`src/cache_defs.svh`:
```
`ifndef CACHE_DEFS_SVH
`define CACHE_DEFS_SVH

//////////////////////////////////////////////////
// Address and block geometry
//////////////////////////////////////////////////

// Byte address width of one access
`define ADDR_W 32

// Byte offset bits for 64-byte blocks
`define BLOCK_BITS 6

//////////////////////////////////////////////////
// Level geometry
//////////////////////////////////////////////////

// Small and fast first level
`define L1_SETS 16
`define L1_WAYS 2

// Larger second level
`define L2_SETS 64
`define L2_WAYS 4

// Width of each statistics counter
`define STAT_W 18

// ASCII op codes for read and write
`define OP_READ 8'h52
`define OP_WRITE 8'h57

`endif
```
`src/cache_pkg.sv`:
```
package cache_pkg;

`include "cache_defs.svh"

  //////////////////////////////////////////////////
  // Request and command types
  //////////////////////////////////////////////////

  // One access as seen by both tag stores
  typedef struct packed {
    logic [`ADDR_W-1:0] addr;
    logic               is_write;
  } access_req_t;

  // What a level does to the looked-up set at update
  typedef enum logic [1:0] {
    UPD_NONE,
    UPD_FILL,
    UPD_PROMOTE
  } update_cmd_e;

  //////////////////////////////////////////////////
  // Statistics types
  //////////////////////////////////////////////////

  // One-cycle increment flags for a counter block
  typedef struct packed {
    logic read;
    logic hit;
    logic miss;
    logic write;
  } level_event_t;

  // Running totals of one level
  typedef struct packed {
    logic [`STAT_W-1:0] reads;
    logic [`STAT_W-1:0] hits;
    logic [`STAT_W-1:0] misses;
    logic [`STAT_W-1:0] writes;
  } level_stats_t;

endpackage

```
`src/cache_controller.sv`:
```
`timescale 1ns/10ps
`include "cache_defs.svh"

module cache_controller
  import cache_pkg::*;
(
  input  logic               clk,
  input  logic               reset,
  input  logic               req_valid,
  input  logic [`ADDR_W-1:0] req_addr,
  input  logic [7:0]         req_op,
  input  logic               replace_lru,
  input  logic               write_back,
  input  logic               l1_found,
  input  logic               l2_found,
  output access_req_t        access,
  output logic               lookup,
  output logic               update,
  output update_cmd_e        l1_cmd,
  output update_cmd_e        l2_cmd,
  output level_event_t       l1_evt,
  output level_event_t       l2_evt,
  output logic               busy,
  output logic               done,
  output logic               l1_hit,
  output logic               l2_hit
);

  typedef enum logic [1:0] {
    S_IDLE,
    S_LOOKUP,
    S_UPDATE,
    S_DONE
  } state_e;

  state_e state;
  state_e next_state;
  logic   accept;

  //////////////////////////////////////////////////
  // Sequencing
  //////////////////////////////////////////////////

  // Requests while busy are dropped
  assign accept = req_valid && (state == S_IDLE);

  // Fixed walk through lookup, update and done
  always_comb begin
    next_state = state;
    case (state)
      S_IDLE: begin
        if (accept) begin
          next_state = S_LOOKUP;
        end
      end
      S_LOOKUP: next_state = S_UPDATE;
      S_UPDATE: next_state = S_DONE;
      default:  next_state = S_IDLE;
    endcase
  end

  always_ff @(posedge clk) begin
    if (reset) begin
      state <= S_IDLE;
    end else begin
      state <= next_state;
    end
  end

  // Capture the access and decode the op code once
  always_ff @(posedge clk) begin
    if (accept) begin
      access.addr     <= req_addr;
      access.is_write <= (req_op == `OP_WRITE);
    end
  end

  assign lookup = (state == S_LOOKUP);
  assign update = (state == S_UPDATE);
  assign busy   = (state != S_IDLE);
  assign done   = (state == S_DONE);

  //////////////////////////////////////////////////
  // Policy decisions at update
  //////////////////////////////////////////////////

  always_comb begin
    l1_cmd = UPD_NONE;
    l2_cmd = UPD_NONE;
    l1_evt = '0;
    l2_evt = '0;
    if (update) begin
      // L1 sees every access
      l1_evt.read  = 1'b1;
      l1_evt.hit   = l1_found;
      l1_evt.miss  = !l1_found;
      l1_evt.write = access.is_write;
      // L2 only counts the L1 misses it serves
      l2_evt.read  = !l1_found;
      l2_evt.hit   = !l1_found && l2_found;
      l2_evt.miss  = !l1_found && !l2_found;
      // Write-back holds L1 write hits away from L2
      l2_evt.write = access.is_write && (!write_back || !l1_found);
      if (!l1_found) begin
        l1_cmd = UPD_FILL;
      end else if (replace_lru) begin
        l1_cmd = UPD_PROMOTE;
      end
      // L2 order is left alone when L1 hits
      if (!l1_found) begin
        if (!l2_found) begin
          l2_cmd = UPD_FILL;
        end else if (replace_lru) begin
          l2_cmd = UPD_PROMOTE;
        end
      end
    end
  end

  // Hit flags for the finished access
  always_ff @(posedge clk) begin
    if (reset) begin
      l1_hit <= 1'b0;
      l2_hit <= 1'b0;
    end else if (update) begin
      l1_hit <= l1_found;
      l2_hit <= l2_found;
    end
  end

  a_done_single: assert property (@(posedge clk) disable iff (reset)
    done |=> !done);

  // Only the two known op codes start an access
  a_legal_op: assert property (@(posedge clk) disable iff (reset)
    accept |-> (req_op == `OP_READ) || (req_op == `OP_WRITE));

endmodule

```
`config.mk`:
```
export PLATFORM = sky130hd
export DESIGN_NAME = cache_controller
export DESIGN_NICKNAME = d
export VERILOG_FILES = /design/src/cache_pkg.sv /design/src/cache_controller.sv
export VERILOG_INCLUDE_DIRS = /design/src
export SDC_FILE = /design/constraint.sdc
export NUM_CORES = 1
export LEC_CHECK = 0
export ABC_AREA = 1
export BUFFER_PORTS_ARGS = -buffer_cell sky130_fd_sc_hd__buf_2
export CORE_ASPECT_RATIO = 1.5
export CORE_MARGIN = 3
export CORE_UTILIZATION = 43
export DETAILED_ROUTE_END_ITERATION = 8
export PLACE_DENSITY_LB_ADDON = 0.25
export SYNTH_ARGS = -nofsm -noshare
export SYNTH_HDL_FRONTEND = slang
export SYNTH_SLANG_ARGS = --single-unit
```
`constraint.sdc`:
```
create_clock -name clk -period 3 [get_ports clk]
set_clock_uncertainty 0.1 [all_clocks]
set_input_delay 0.6 -clock clk [delete_from_list [all_inputs] [get_ports clk]]
set_output_delay 0.6 -clock clk [all_outputs]
set_load 0.02 [all_outputs]
```
==> metrics, run 1 <==
run status=completed; Synth area leader=edfxtp_1; diode count=0; Final Core Density=roughly two thirds; initial antenna violation count=0; # setup viols final=0; gp weighted congestion=0.694; total nets after synthesis=between 100 and 150; Die ar.=3930 µm²; ys async rst share=0%; Tightest Hold Check Type=reg2reg; Overall Power=approximately 1.7 mW; Post-synth EDFFs=33; cells on worst reg2reg path=5; post-route minimum period=2.19 ns; Mapped Area=1380 µm²; Vias/cell=4.32; die width=52.2 µm; Critical-path top delay cell=dfxtp_1; post-route ant nets=0; Slew @ Worst Pin=0.396 ns; reg2reg setup slack=about 1.4 ns; Max-Cap Viols=0; leakage power=0.984 nW; WHS=0.349 ns; WP data arrival=1.49 ns; main area contributors after synthesis=edfxtp_1, ha_1, dfxtp_1, inv_1, nand2_1; CORE AREA=2970 µm²; DR iter-0 viols=17; Hold Fails Final Rpt=0; critical path's largest stage delay=0.33 ns; via count=1002; HPWL after detailed placement=between 2000 and 2500 µm; Cells after Synth=92; crit-path max FO=5; Yosys top cell area share=72.0%; Top Ports=98; Buffers on Ports=97; area grow syn2layout=42.7%; vias in the first global route=988; CTS Buf Count=5; GRT Residual Overflow=0; CP Class=reg2out; Total GRT Usage=14.5%; Critical Path, Cell by Cell=inv_1 -> ha_1 -> nand2_1 -> nor3_1 -> buf_2; Hold-fix buffers, CTS=0; CTS resizes=0; Max-Slew Margin vs Limit=roughly three quarters; CP startpoint=state[0]$_SDFFE_PP0P_; top cells by count, synth=edfxtp_1, inv_1, nand2_1, nor2_1, ha_1; Most used DFF post-synth=edfxtp_1; unrepaired setup endpoints after global routing=false; fin. max-slew vios=0; Starting Density=between 40 and 50%; worst setup path end=l2_cmd[1]; Critical Path RT=2.30 ns; reg2reg start=state[0]$_SDFFE_PP0P_; Clock Tree Root=clkbuf_8; first-pass GRT wire length=4080 µm; CTS H-tree depth=2; register area=1070 µm²; TritonCTS clock tree=built; final wirelength=between 2000 and 3000 µm; clock latency on the worst-skew pair=0.27 ns; layout cell share with drive strength beyond 1=54.4%; crit end category=primary output; CP Launch Type=flop; synth unique cells=14; Warnings, synthesis=0; Setup TNS=0 ns; post-synthesis sequential area ratio=between 70 and 80%; Nets=247; RR Endpoint=access[30]$_DFFE_PP_; CTS sink count=37; period utilization=72.9%; multi-input logic area=219 µm²; Worst VDD drop=0.536 mV; post-DR wirelength/cell=11.9 µm; die height=75.3 µm; Residual DRC=0; # rows=24; Setup Buffers After CTS=0; largest net degree at the start of global routing=34; top-count cell post-synth=edfxtp_1; drt first pass iters=4; post-synthesis register bit count=37; syn avg cell area=roughly 15 µm²; power density over the cells=870 nW/µm²; Max Clk Rate=457 MHz; Clock Pin Slew Worst Setup and Hold Paths=0.06 ns; fillers=245; maximum clock insertion buffer count=2
-- power breakdown --
group / total (mW) / switching, mW / internal [mW]
registers: 0.766 / 0.0411 / 0.725
logic: 0.645 / 0.448 / 0.197
clock network: 0.298 / 0.142 / 0.156
-- layout by cell type, fill, tap and decap left out, drive strengths merged, types with 2 or more instances in the layout --
cell,count
nand2,10
clkbuf,6
nor2,11
ha,7
inv,15
edfxtp,33
dfxtp,4
nand4,2
buf,98
a21oi,3
-- state kept, by name, indices dropped and copies added, names as in the netlist --
register and count:
state 2, l2_hit 1, l1_hit 1, access 33
-- cell families after synthesis --
group	Yosys count	share of synthesized area, %
buf+inv	19	6.27
simple gates	25	8.09
compound gates	4	1.45
flops	37	77.8
fa+ha+maj	7	6.36
-- final cells by class --
class	instances	share of cell area (%)
multi-input cells	36	11.1
clock buffers	6	3.69
repair buffers	98	25.1
clock inverters	1	0.191
well taps	39	2.48
flip-flops and latches	37	54.5
inverters	15	2.87
-- how the worst min path moves through the flow --
stage | from | endpoint | slack, ns | depth (start not counted)
global placement | l1_hit$_SDFFE_PP0N_ | l1_hit$_SDFFE_PP0N_ | 0.34 | 2
global route | reset | l1_hit$_SDFFE_PP0N_ | 0.38 | 2
floorplan | l1_hit$_SDFFE_PP0N_ | l1_hit$_SDFFE_PP0N_ | 0.43 | 2
detailed placement | l1_hit$_SDFFE_PP0N_ | l1_hit$_SDFFE_PP0N_ | 0.34 | 2
finish | l1_hit$_SDFFE_PP0N_ | l1_hit$_SDFFE_PP0N_ | 0.35 | 2
CTS | l1_hit$_SDFFE_PP0N_ | l1_hit$_SDFFE_PP0N_ | 0.35 | 2
-- critical path: cells and delay by family (launching register included) --
kind                     cells  cell delay [ns]
AND/OR/NAND/NOR              2             0.29
buffers and inverters        2             0.35
flip-flops                   1             0.33
adder cells (fa/ha/maj)      1             0.25
-- through the flow --
| step | instance area, µm² | instances | worst slack (ns) |
|---|---|---|---|
| 6_report | 1960 | 232 | 0.814 |
| 5_1_grt | 1960 | 232 | 0.637 |
| 4_1_cts | 1960 | 232 | 0.789 |
| 3_5_place_dp | 1890 | 225 | 1.09 |
| 3_3_place_gp | 1890 | 225 | 1.14 |
| 2_1_floorplan | 1380 | 92 | 0.816 |
-- routing by layer --
metal,up-vias,share of wire (%),track usage [%]
met2,51,56,27.0
met4,0,0.44,4.26
li1,505,-,-
met5,-,0,0
met1,444,33,14.4
met3,2,9.8,6.26
No activity file was read; power rests on OpenSTA's default activity.
==> run 2, diff against run 1 <==
CORE_UTILIZATION = 40   (was 43)
clock period = 2.2 ns   (was 3 ns; I/O delays follow)
==> metrics, run 2 (synthesized netlist as in run 1, its figures left out) <==
diode count=0; met2 Use GR=25.2%; crit-path max FO=5; vias in the first global route=1051; Buffers on Ports=97; fillers=251; Die ar.=4200 µm²; leakage power=0.990 nW; fin. max-slew vios=0; die height=77.8 µm; unrepaired setup endpoints after global routing=false; maximum clock insertion buffer count=2; Critical Path RT=1.66 ns; power density over the cells=1190 nW/µm²; clock latency on the worst-skew pair=0.27 ns; CORE AREA=3220 µm²; DR iter-0 viols=12; Hold Fails Final Rpt=0; Starting Density=roughly 43%; CP Launch Type=flop; Critical-path top delay cell=dfxtp_1; Hold-fix buffers, CTS=0; CTS sink count=37; Residual DRC=0; Comb pwr share=a little under two fifths; Seq pwr share=44.4%; post-route ant nets=0; # rows=25; Max-Cap Viols=0; Overall Power=2.35 mW; largest net degree at the start of global routing=34; Setup TNS=0 ns; post-DR wirelength/cell=approximately 12 µm; Largest regs=access: 33 flops, state: 2 flops; CP Class=reg2out; fin cells=234; CTS H-tree depth=2; via count=996; layout cell share with drive strength beyond 1=about 55%; CTS resizes=0; Max-Slew Margin vs Limit=roughly 75%; gp weighted congestion=0.651; Vias/cell=4.26; GRT Residual Overflow=0; Clock Tree Root=clkbuf_8; period utilization=between 90 and 100%; crit end category=primary output; Reg with most FFs=access; Slew @ Worst Pin=0.381 ns; TritonCTS clock tree=built; met1 GRT Util=12.7%; run status=completed; Psw=873 µW; Cell Int Power=1.48 mW; met3 Use GR=6.91%; area grow syn2layout=43.3%; # setup viols final=0; drt first pass iters=4; Worst VDD drop=0.766 mV; Critical Path, Cell by Cell=inv_1 -> ha_1 -> nand2_1 -> nor3_1 -> buf_2; placed cell count=226; Nets=247; clock share of power=17.9%; Total GRT Usage=approximately 14%; Setup Buffers After CTS=0; first-pass GRT wire length=4380 µm; HPWL after detailed placement=between 2000 and 2500 µm; Max Clk Rate=497 MHz; final wirelength=2780 µm; WHS=0.223 ns; CTS Buf Count=5; die width=53.9 µm; WP data arrival=1.47 ns; Tightest Hold Check Type=in2reg; Final Core Density=61.2%; most frequent cells in the layout=buf_2, edfxtp_1, inv_1; commonest non-fill, non-tap cell in the layout=buf_2; max FFs per register=33; initial antenna violation count=0; switch share=roughly 37%; Top Ports=98; Top Usage Layer GRT=met2; post-route minimum period=2.01 ns; critical path's largest stage delay=0.34 ns; Clock Pin Slew Worst Setup and Hold Paths=0.07 ns
-- run 2: power groups by stage --
| stage | clock, mW | combinational [mW] | sequential [mW] |
|---|---|---|---|
| detailed placement | 0 | 0.895 | 1.06 |
| floorplan | 0 | 0.413 | 1.26 |
| CTS | 0.441 | 0.902 | 1.05 |
| finish | 0.421 | 0.886 | 1.05 |
| global route | 0.481 | 0.979 | 1.07 |
| global placement | 0 | 0.875 | 1.06 |
-- run 2: worst max-delay path: cells and delay by family, from the launching register on --
family / cells / cell delay, ns
and+or+nand+nor: 2 / 0.25
adders and majority gates: 1 / 0.26
DFF: 1 / 0.34
buffers and inverters: 2 / 0.34
-- run 2: path summary, 6_finish.rpt --
check | depth (start not counted) | slack [ns] | startpoint | endpoint
worst min-delay path | 2 | 0.22 | reset | l1_hit$_SDFFE_PP0N_
worst max-delay path | 5 | 0.19 | state[0]$_SDFFE_PP0P_ | l2_cmd[1]
worst min register to register | 2 | 0.37 | l1_hit$_SDFFE_PP0N_ | l1_hit$_SDFFE_PP0N_
worst max register to register | 5 | 0.56 | state[0]$_SDFFE_PP0P_ | access[14]$_DFFE_PP_
-- run 2: final cells by class --
| class | instances | area (µm²) | share of cell area (%) |
|---|---|---|---|
| sequential | 37 | 1070 | 54.3 |
| timing repair buffer | 98 | 493 | 25.0 |
| multi-input combinational | 36 | 219 | 11.1 |
| clock buffer | 6 | 72.6 | 3.68 |
| inverter | 15 | 56.3 | 2.86 |
| tap | 40 | 50.0 | 2.54 |
| clock inverter | 2 | 10.0 | 0.508 |
-- run 2: through the flow --
| stage | setup WS (ns) | area (µm²) |
|---|---|---|
| 6_report | 0.189 | 1970 |
| 5_1_grt | 0.0429 | 1970 |
| 4_1_cts | 0.152 | 1970 |
| 3_5_place_dp | 0.479 | 1890 |
| 3_3_place_gp | 0.535 | 1890 |
| 2_1_floorplan | 0.176 | 1380 |
-- run 2: per-layer routing --
layer,vias up,wire length (µm)
li1,506,-
met1,414,906
met2,72,1410
met3,4,425
met4,0,36
met5,-,0
