[src/cache_defs.svh]
`ifndef CACHE_DEFS_SVH
`define CACHE_DEFS_SVH

//////////////////////////////////////////////////
// Address and block geometry
//////////////////////////////////////////////////

// Byte address width of one access
`define ADDR_W 32

// Byte offset bits for 64-byte blocks
`define BLOCK_BITS 6

//////////////////////////////////////////////////
// Level geometry
//////////////////////////////////////////////////

// Small and fast first level
`define L1_SETS 16
`define L1_WAYS 2

// Larger second level
`define L2_SETS 64
`define L2_WAYS 4

// Width of each statistics counter
`define STAT_W 18

// ASCII op codes for read and write
`define OP_READ 8'h52
`define OP_WRITE 8'h57

`endif
[src/cache_pkg.sv]
package cache_pkg;

`include "cache_defs.svh"

  //////////////////////////////////////////////////
  // Request and command types
  //////////////////////////////////////////////////

  // One access as seen by both tag stores
  typedef struct packed {
    logic [`ADDR_W-1:0] addr;
    logic               is_write;
  } access_req_t;

  // What a level does to the looked-up set at update
  typedef enum logic [1:0] {
    UPD_NONE,
    UPD_FILL,
    UPD_PROMOTE
  } update_cmd_e;

  //////////////////////////////////////////////////
  // Statistics types
  //////////////////////////////////////////////////

  // One-cycle increment flags for a counter block
  typedef struct packed {
    logic read;
    logic hit;
    logic miss;
    logic write;
  } level_event_t;

  // Running totals of one level
  typedef struct packed {
    logic [`STAT_W-1:0] reads;
    logic [`STAT_W-1:0] hits;
    logic [`STAT_W-1:0] misses;
    logic [`STAT_W-1:0] writes;
  } level_stats_t;

endpackage

[src/level_counters.sv]
`timescale 1ns/10ps
`include "cache_defs.svh"

module level_counters
  import cache_pkg::*;
(
  input  logic         clk,
  input  logic         reset,
  input  level_event_t evt,
  output level_stats_t stats
);

  // Step by one and stick at all ones
  function automatic logic [`STAT_W-1:0] sat_inc(
    input logic [`STAT_W-1:0] value,
    input logic               en
  );
    if (en && (value != '1)) begin
      return value + 1'b1;
    end
    return value;
  endfunction

  //////////////////////////////////////////////////
  // Counters
  //////////////////////////////////////////////////

  // Each flag of the event bumps its own counter
  always_ff @(posedge clk) begin
    if (reset) begin
      stats <= '0;
    end else begin
      stats.reads  <= sat_inc(stats.reads, evt.read);
      stats.hits   <= sat_inc(stats.hits, evt.hit);
      stats.misses <= sat_inc(stats.misses, evt.miss);
      stats.writes <= sat_inc(stats.writes, evt.write);
    end
  end

  // Hit and miss are exclusive within one access
  a_hit_miss_excl: assert property (@(posedge clk) disable iff (reset)
    !(evt.hit && evt.miss));

endmodule

[config.mk]
export PLATFORM = sky130hd
export DESIGN_NAME = level_counters
export DESIGN_NICKNAME = d
export VERILOG_FILES = /design/src/cache_pkg.sv /design/src/level_counters.sv
export VERILOG_INCLUDE_DIRS = /design/src
export SDC_FILE = /design/constraint.sdc
export NUM_CORES = 1
export LEC_CHECK = 0
export BUFFER_PORTS_ARGS = -buffer_cell sky130_fd_sc_hd__buf_2
export CAP_MARGIN = 20
export CORE_UTILIZATION = 35
export CTS_CLUSTER_SIZE = 12
export DETAILED_ROUTE_END_ITERATION = 7
export GPL_TIMING_DRIVEN = 0
export PLACE_DENSITY_LB_ADDON = 0.1
export SLEW_MARGIN = 20
export SYNTH_ARGS = -nofsm -noshare
export SYNTH_HDL_FRONTEND = slang
export SYNTH_SLANG_ARGS = --single-unit
export TNS_END_PERCENT = 20
[constraint.sdc]
create_clock -name clk -period 2.78 [get_ports clk]
set_clock_uncertainty 0.05 [all_clocks]
set_input_delay 0.139 -clock clk [delete_from_list [all_inputs] [get_ports clk]]
set_output_delay 0.139 -clock clk [all_outputs]
set_load 0.01 [all_outputs]
==> flow_summary_export.csv, run 1 <==
group,metric,value,unit
logic_synthesis,ys_seq_area_share,37.32,%
worst_hold_path,worstHoldEndpoint,"stats[56]$_SDFFE_PP0P_",
die,coreArea,0.01051,sq mm
placement,hpwlAfterDp,7.540,mm
logic_synthesis,synth_top_family_by_area,"simple AND/OR/NAND/NOR gates",
logic_synthesis,yosys_warnings,0,
global_routing,grt_pass1_vias,3500,
setup_path,max_stage_delay,0.54,ns
logic_synthesis,ys_ff_latch,72,
global_routing,grt_start_max_net_pins,12,
die,die_w,107.1,um
clock_tree,cts_made_buffers,9,
pwr,power.density,432.5,mW/mm^2
die,rows,37,
setup_path,cp_slowest_cell,"nor3_2",
worst_hold_path,hp-start,"evt[3]",
sta,rsz0062_at_grt,"no",
route,postRouteAntennaNets,0,
sta,finalWorstSetupSlack,0.6944,ns
logic_synthesis,synth-compound-area-share,16.29,%
setup_path,worstPathRequired,2.97,ns
sta,tightest_slew,0.7348,ns
sta,period_minus_slack,2.086,ns
global_routing,grt_usage,18.90,%
setup_path,crit_path_max_fanout,10,
clock_tree,h-tree-depth,3,
clock_tree,cts_setup_buffers,0,
finish,drive_above_1_share,23.37,%
sta,slew_headroom,51.01,%
finish,layout_commonest_cell,"buf_2",
route,post_drt_wl_per_cell,15.34,um
logic_synthesis,syn_area,0.003862,sq mm
setup_path,worst_setup_path_end_kind,"register",
sta,fin_setup_tns,0,ns
logic_synthesis,synthArstFlopShare,0,%
logic_synthesis,muxShareOfSynthArea,9.491,%
global_routing,grt_antenna_before_repair,0,
global_routing,grt_pass1_wl,17.24,mm
pwr,ir_worst_vdd,0.0002402,V
clock_tree,root_buffer,"clkbuf_8",
setup_path,reg2regPathDepth,5,
route,route.detailed.drc,0,
placement,pre_cts_slack,0.6643,ns
sta,finalCritPeriodShare,75.02,%
setup_path,crit_arrival,2.27,ns
clock_tree,cts-hold-fix-buffers,0,
logic_synthesis,synth_edf_count,0,
die,die-area,0.01146,sq mm
finish,top_regs,"stats (72)",
setup_path,cp_cell_sequence,"ha_1 > nand3_1 > nor3_2 > a21boi_0 > mux2_2",
die,start_util,36.75,%
logic_synthesis,avgSynthCellArea,8.378,sq um
logic_synthesis,synthCells,461,
placement,gp_congestion,0.7927,
route,vias,3880,
finish,multiInputGateArea,0.002305,sq mm
setup_path,worstSetupPathType,"reg2reg",
finish,nFillCells,1056,
finish,syn_to_final_growth,19.08,%
clock_tree,cts_sinks,72,
clock_tree,clk_latency,0.35,ns
finish,final_cell_mix,"buf_2 (79), dfxtp_1 (72), nor2_1 (43)",
finish,nets,558,
flow_run,maxCapViolations,0,
pwr,finalPower,0.001989,W
route,wirelength,10.56,mm
finish,regMostFlops,"stats",
setup_path,reg2reg_to,"stats[36]$_SDFFE_PP0P_",
logic_synthesis,syn_nets,471,
logic_synthesis,yosysUniqueCellTypes,41,
logic_synthesis,synth_ff_type,"dfxtp_1",
worst_hold_path,hold_class,"in2reg",
setup_path,r2r_start,"stats[37]$_SDFFE_PP0P_",
finish,register_area,0.001441,sq mm
logic_synthesis,synth-simple-area-share,32.59,%
worst_hold_path,whs_path_depth,3,
global_routing,grt.overflow.total,0,
placement,port_buffers,76,
setup_path,regToRegSetupSlack,0.69,ns
finish,antenna_cells,0,
outcome,status,"completed",
clock_tree,clock_path_buffers,2,
setup_path,cp-start-kind,"register",
pwr,leakage,1.783,nW
sta,setup_viol,0,
clock_tree,path_clk_slew,0.08,ns
sta,hold_viol_final,0,
finish,largest_reg_flops,72,
die,die_height,107.1,um
die,io_pins,78,
sta,slew_viol_final,0,
logic_synthesis,synthAdderAreaFrac,1.296,%
route,first_pass_iters,4,
route,drt_iter0_markers,155,
sta,fmax,479.5,MHz
clock_tree,ctsResizeCount,0,
clock_tree,tritoncts,"yes",
logic_synthesis,synth_xor_area_share,0,%
route,via_per_inst,5.640,
==> cells by family (layout without fill, tap and decap cells) <==
family,count (synthesis),in the layout
and+or+nand+nor,225,225
DFF,72,72
muxes,33,33
adders and majority gates,4,4
buffers and inverters,30,121
AOI/OAI and AO/OA,97,97
==> cells in the mapped netlist (all sizes together), types with 5 or more instances <==
cell type / n / area [sq um]
a31oi: 6 / 37.54
nand3: 23 / 115.1
or3: 9 / 56.30
or4: 18 / 135.1
nand2: 35 / 131.4
and4: 11 / 96.34
o21ai: 9 / 45.04
a21oi: 35 / 175.2
nand4: 19 / 125.1
and2: 5 / 31.28
inv: 13 / 48.80
a211oi: 13 / 97.59
a21boi: 6 / 45.05
nor2b: 27 / 168.9
o31ai: 15 / 112.6
dfxtp: 72 / 1441
nor2: 43 / 161.4
nor4: 10 / 62.56
mux2: 29 / 326.6
nor3: 11 / 75.07
and3: 6 / 37.54
clkbuf: 13 / 48.80
==> worst max-delay path: cells and delay by family (launching register included) <==
kind | cells | cell delay [ns]
muxes | 1 | 0.33
AOI/OAI and AO/OA | 1 | 0.29
DFF | 1 | 0.42
adders and majority gates | 1 | 0.22
and+or+nand+nor | 2 | 0.67
==> worst max-delay path by stage <==
stage                             endpoint  cells after the start                    from
floorplan           stats[32]$_SDFFE_PP0P_                      6  stats[18]$_SDFFE_PP0P_
global placement    stats[32]$_SDFFE_PP0P_                      5                   reset
detailed placement  stats[11]$_SDFFE_PP0P_                      5                   reset
CTS                 stats[32]$_SDFFE_PP0P_                      6  stats[18]$_SDFFE_PP0P_
global route        stats[15]$_SDFFE_PP0P_                      5  stats[10]$_SDFFE_PP0P_
finish              stats[36]$_SDFFE_PP0P_                      5  stats[37]$_SDFFE_PP0P_
==> area by class of cell <==
cell class	instances	area share [%]
flip-flops and latches	72	31.34
multi-input cells	359	50.11
repair buffers	76	8.270
inverters	13	1.061
clock inverters	4	0.9793
well taps	136	3.700
plain buffers	17	1.469
clock buffers	11	3.074
==> stage by stage <==
step	cell area, sq um	util, %	hold slack (ns)	cells
2_1_floorplan	3862	-	0.2763	461
3_3_place_gp	4413	41.99	0.4203	673
3_5_place_dp	4413	41.99	0.4434	673
4_1_cts	4599	43.77	0.08402	688
5_1_grt	4599	43.77	0.09788	688
6_report	4599	43.77	0.09263	688
==> routing by layer <==
metal / GRT usage [%] / wire (um) / part of all wire [%]
met1: 25.26 / 5173 / 49
met2: 30.14 / 4770 / 45
met3: 4.255 / 474 / 4.5
met4: 5.871 / 137 / 1.3
met5: 0 / 0 / 0
==> where the power goes <==
group | internal, W | switching [W] | leakage (nW)
Sequential | 0.00104 | 0.0000165 | 0.581
Combinational | 0.0000358 | 0.0000644 | 1.10
Clock | 0.000430 | 0.000400 | 0.0989
Note: power is estimated with default switching activity, not from simulation.
==> run 2, diff against run 1 <==
- clock period: 2.78 -> 1.9 ns (I/O delays scaled with it)
==> run 2 against run 1 <==
Against the previous run: the flow now finishes with violations (negative setup slack); critical path depth down 1; setup slack worse by 0.70 ns; worst hold slack worse by 0.062 ns; die area unchanged; maximum frequency up 9.6%; register-to-register slack worse by 0.70 ns; sequential power up 46%; design area up 4.9%; first-iteration DRC count down 9.0%; critical endpoint is now stats[33]$_SDFFE_PP0P_.
==> flow_summary_export.csv, run 2 (synthesis gave the netlist of run 1 again) <==
group,metric,value,unit
outcome,status,"finished, violations left",
outcome,violations,"negative setup slack",
setup_path,cp_slowest_cell,"dfxtp_1",
clock_tree,cts_sinks,72,
die,die_height,107.1,um
route,routedLengthMet1,4.913,mm
worst_hold_path,hold_class,"in2reg",
finish,regMostFlops,"stats",
finish,nets,561,
clock_tree,clock_path_buffers,2,
route,via_per_inst,5.658,
sta,tightest_slew,0.7400,ns
sta,hold_ws,0.03109,ns
clock_tree,path_clk_slew,0.08,ns
global_routing,grt.overflow.total,0,
route,post_drt_wl_per_cell,15.86,um
setup_path,worstSetupPathType,"reg2reg",
finish,syn_to_final_growth,24.91,%
global_routing,grt_start_max_net_pins,12,
finish,antenna_cells,0,
route,vias,3915,
setup_path,crit_path_max_fanout,7,
global_routing,grt_usage,19.90,%
route,wirelength,10.97,mm
finish,top_regs,"stats (72)",
sta,slew_viol_final,0,
clock_tree,clk_latency,0.36,ns
die,io_pins,78,
route,drt_iter0_markers,141,
finish,layout_commonest_cell,"buf_2",
route,met3_wirelength,577,um
sta,fmax,525.5,MHz
placement,port_buffers,76,
setup_path,crit_arrival,2.10,ns
finish,drive_above_1_share,31.29,%
finish,nFillCells,1056,
pwr,power.density,579.9,mW/mm^2
pwr,finalPower,0.002798,W
clock_tree,tritoncts,"yes",
die,die-area,0.01146,sq mm
sta,hold_viol_final,0,
setup_path,max_stage_delay,0.44,ns
clock_tree,h-tree-depth,3,
global_routing,grt_antenna_before_repair,0,
route,postRouteAntennaNets,0,
finish,final_area,0.004825,sq mm
setup_path,cp_cell_sequence,"nand4_1 > nor4_2 > and4b_1 > mux2_2",
clock_tree,root_buffer,"clkbuf_8",
global_routing,grt_pass1_vias,3647,
flow_run,maxCapViolations,0,
placement,gp_congestion,0.7685,
clock_tree,cts_made_buffers,9,
die,rows,37,
finish,largest_reg_flops,72,
sta,period_minus_slack,1.903,ns
placement,hpwlAfterDp,7.736,mm
sta,rsz0062_at_grt,"yes",
pwr,ir_worst_vdd,0.0003325,V
pwr,leakage,1.922,nW
sta,setup_viol,1,
sta,finalWorstSetupSlack,-0.002888,ns
route,wl_met2,5.348,mm
setup_path,worstPathRequired,2.10,ns
die,die_w,107.1,um
route,route.detailed.drc,0,
route,top_layer_used,"met4",
global_routing,grt_pass1_wl,18.07,mm
sta,slew_headroom,50.66,%
sta,finalCritPeriodShare,100.2,%
die,start_util,36.75,%
finish,final_cell_mix,"buf_2 (77), dfxtp_1 (55), nor2_1 (41)",
finish,fin_util,45.91,%
route,first_pass_iters,4,
setup_path,cp-start-kind,"register",
die,coreArea,0.01051,sq mm
placement,place_area,0.004415,sq mm
setup_path,worst_setup_path_end_kind,"register",
run 2: cell count changes in the layout (fill, tap and decap cells not counted), sizes merged:
cell	before	now
clkinv	3	4
buf	80	84
bufinv	1	0
run 2: layer usage:
layer / GRT usage [%] / vias to the layer above
li1: - / 1935
met1: 24.75 / 1866
met2: 33.41 / 102
met3: 4.498 / 12
met4: 7.436 / 0
met5: 0 / -
run 2: report_power, final:
part | switching, W | leakage, nW | internal (W) | total [W]
Combinational | 0.0000971 | 1.24 | 0.0000562 | 0.000153
Sequential | 0.0000274 | 0.590 | 0.00152 | 0.00155
Clock | 0.000592 | 0.0899 | 0.000502 | 0.00109
run 2: layout make-up:
| class | instances | area [sq um] | area share (%) |
|---|---|---|---|
| clock inverter | 4 | 20.02 | 0.4149 |
| sequential | 72 | 1475 | 30.58 |
| inverter | 13 | 48.80 | 1.011 |
| timing repair buffer | 79 | 402.9 | 8.351 |
| tap | 136 | 170.2 | 3.527 |
| clock buffer | 12 | 145.1 | 3.008 |
| multi-input combinational | 359 | 2477 | 51.35 |
| buffer | 17 | 85.08 | 1.763 |
run 2: critical path, delay by kind of cell (launching register included):
family	cells	cell delay [ns]
flip-flops	1	0.44
multiplexers	1	0.33
AND/OR/NAND/NOR	3	0.97
run 2: metrics by stage:
stage | setup TNS (ns) | cells | worst slack (ns)
floorplan | 0 | 461 | 0.02616
global placement | -2.319 | 673 | -0.1619
detailed placement | -3.472 | 673 | -0.1692
CTS | -0.7868 | 689 | -0.1219
global route | -0.6463 | 692 | -0.1474
finish | -0.002888 | 692 | -0.002888
run 2: path summary, 6_finish.rpt:
kind                                                to  cells after the start              startpoint  slack (ns)
worst max-delay path            stats[33]$_SDFFE_PP0P_                      4  stats[28]$_SDFFE_PP0P_      -0.003
worst max register to register  stats[33]$_SDFFE_PP0P_                      4  stats[28]$_SDFFE_PP0P_      -0.003
worst min register to register  stats[37]$_SDFFE_PP0P_                      2  stats[37]$_SDFFE_PP0P_        0.45
worst min-delay path            stats[56]$_SDFFE_PP0P_                      3                  evt[3]        0.03
run 2: repair_timing:
action | CTS | global route
gates cloned | 0 | 0
pin swaps | 1 | 9
resized for setup | 21 | 45
setup endpoints to repair | 39 | 60
buffers inserted | 0 | 3
hold buffers | 0 | 0
==> run 3, diff against run 2 <==
- CORE_UTILIZATION: 35 -> 25
==> run 3 against run 2 <==
Against the previous run: the run now ends clean; via count increased by 0.56%; sequential cell count unchanged; clock power increased by 41%; critical endpoint is now stats[32]$_SDFFE_PP0P_.
==> flow_summary_export.csv, run 3 (synthesis gave the netlist of run 1 again) <==
group,metric,value,unit
sta,fmax,532.5,MHz
finish,nets,566,
finish,register_area,0.001478,sq mm
setup_path,path_buf_inv,1,
die,die_height,126.3,um
setup_path,cp-start-kind,"register",
route,drt_iter0_markers,195,
placement,port_buffers,76,
route,wirelength,11.90,mm
setup_path,worst_setup_path_end_kind,"register",
pwr,seqPwrFrac,47.9,%
clock_tree,cts-hold-fix-buffers,0,
global_routing,grt_usage,15.31,%
route,vias,3937,
finish,multiInputGateArea,0.002494,sq mm
route,first_pass_iters,4,
finish,regMostFlops,"stats",
global_routing,grt_pass1_wl,19.49,mm
finish,largest_reg_flops,72,
finish,syn_to_final_growth,30.19,%
pwr,leakage,1.983,nW
finish,nFillCells,1629,
die,io_pins,78,
sta,rsz0062_at_grt,"yes",
clock_tree,path_clk_slew,0.06,ns
setup_path,regToRegSetupSlack,0.02,ns
placement,gp_congestion,0.7330,
setup_path,cp_slowest_cell,"or4_1",
global_routing,grt.overflow.total,0,
route,postRouteAntennaNets,0,
clock_tree,root_buffer,"clkbuf_16",
sta,period_minus_slack,1.878,ns
global_routing,grt_antenna_before_repair,0,
pwr,switching_power,0.0007646,W
clock_tree,cts_sinks,72,
finish,layout_commonest_cell,"buf_2",
sta,fin_setup_tns,0,ns
clock_tree,h-tree-depth,3,
pwr,pwr-share-comb,4.8,%
setup_path,worstSetupPathType,"reg2reg",
pwr,ir_worst_vdd,0.0004497,V
die,start_util,25.50,%
finish,antenna_cells,0,
clock_tree,tritoncts,"yes",
finish,final_cell_mix,"buf_2 (78), dfxtp_1 (51), nor2_1 (41)",
flow_run,maxCapViolations,0,
sta,slew_headroom,50.05,%
outcome,status,"completed",
route,route.detailed.drc,0,
sta,hold_viol_final,0,
die,die_w,126.3,um
placement,hpwlAfterDp,8.419,mm
sta,finalCritPeriodShare,98.84,%
setup_path,cp_top_family,"simple AND/OR/NAND/NOR gates",
sta,setup_viol,0,
die,die-area,0.01595,sq mm
setup_path,cp_cell_sequence,"ha_4 > nand2_2 > or3_1 > buf_2 > or4_1 > a21oi_1",
route,post_drt_wl_per_cell,15.93,um
sta,tightest_slew,0.7493,ns
route,via_per_inst,5.270,
setup_path,max_stage_delay,0.50,ns
die,coreArea,0.01515,sq mm
pwr,sw_frac_of_total,23.49,%
pwr,power.density,647.2,mW/mm^2
setup_path,crit_arrival,2.09,ns
clock_tree,clock_path_buffers,2,
setup_path,crit_path_max_fanout,8,
pwr,internal-power,0.002490,W
global_routing,grt_start_max_net_pins,11,
pwr,finalPower,0.003254,W
pwr,pwr-share-clk,47.3,%
setup_path,worstPathRequired,2.11,ns
finish,drive_above_1_share,32.02,%
finish,top_regs,"stats (72)",
die,rows,45,
global_routing,grt_pass1_vias,3782,
clock_tree,clk_latency,0.33,ns
sta,slew_viol_final,0,
worst_hold_path,hold_class,"in2reg",
clock_tree,cts_made_buffers,9,
-- run 3: area by class of cell --
type                       instances  area share (%)
tap                              188           4.678
multi-input combinational        359           49.59
clock buffer                      13           4.976
inverter                          13          0.9704
sequential                        72           29.39
buffer                            16           1.393
timing repair buffer              85           8.908
clock inverter                     1         0.09953
-- run 3: what timing repair did --
action                     4_1_cts  5_1_grt
setup buffers                    2        7
resized for setup               31       34
setup endpoints to repair       43       51
pin swaps                        2        6
-- run 3: worst reg2reg max path, stage by stage (launching register included) --
cell and delay (ns):
dfxtp_4 0.38, ha_4 0.15, nand2_2 0.07, or3_1 0.34
buf_2 0.18, or4_1 0.50, a21oi_1 0.14
-- run 3: power by group through the flow --
| stage | Clock (W) | Combinational [W] | Sequential (W) |
|---|---|---|---|
| floorplan | 0 | 0.0000827 | 0.00159 |
| global placement | 0 | 0.000151 | 0.00158 |
| detailed placement | 0 | 0.000152 | 0.00159 |
| CTS | 0.00159 | 0.000155 | 0.00155 |
| global route | 0.00165 | 0.000177 | 0.00156 |
| finish | 0.00154 | 0.000155 | 0.00156 |
-- run 3: per-stage QoR --
| step | cells | utilization (%) | setup WS (ns) | cell area [sq um] | hold WS, ns |
|---|---|---|---|---|---|
| after floorplan | 461 | - | 0.02616 | 3865 | 0.2323 |
| final | 747 | 33.20 | 0.02207 | 5029 | 0.08662 |
| after global placement | 725 | 29.58 | -0.1929 | 4481 | 0.4151 |
| after CTS | 741 | 32.15 | -0.05021 | 4870 | 0.07544 |
| after detailed placement | 725 | 29.58 | -0.2013 | 4481 | 0.4294 |
| after global routing | 747 | 33.20 | -0.1187 | 5029 | 0.08245 |
-- run 3: final timing paths --
kind | from | end | depth (start not counted)
min reg2reg | stats[1]$_SDFFE_PP0P_ | stats[1]$_SDFFE_PP0P_ | 2
max reg2reg | stats[18]$_SDFFE_PP0P_ | stats[32]$_SDFFE_PP0P_ | 6
max | stats[18]$_SDFFE_PP0P_ | stats[32]$_SDFFE_PP0P_ | 6
min | evt[3] | stats[56]$_SDFFE_PP0P_ | 3
-- run 3: routing by layer --
metal / GRT usage (%) / part of all wire [%]
met5: 0 / 0
met2: 24.47 / 46
met3: 2.952 / 3.8
met1: 20.24 / 48
met4: 6.166 / 2.0
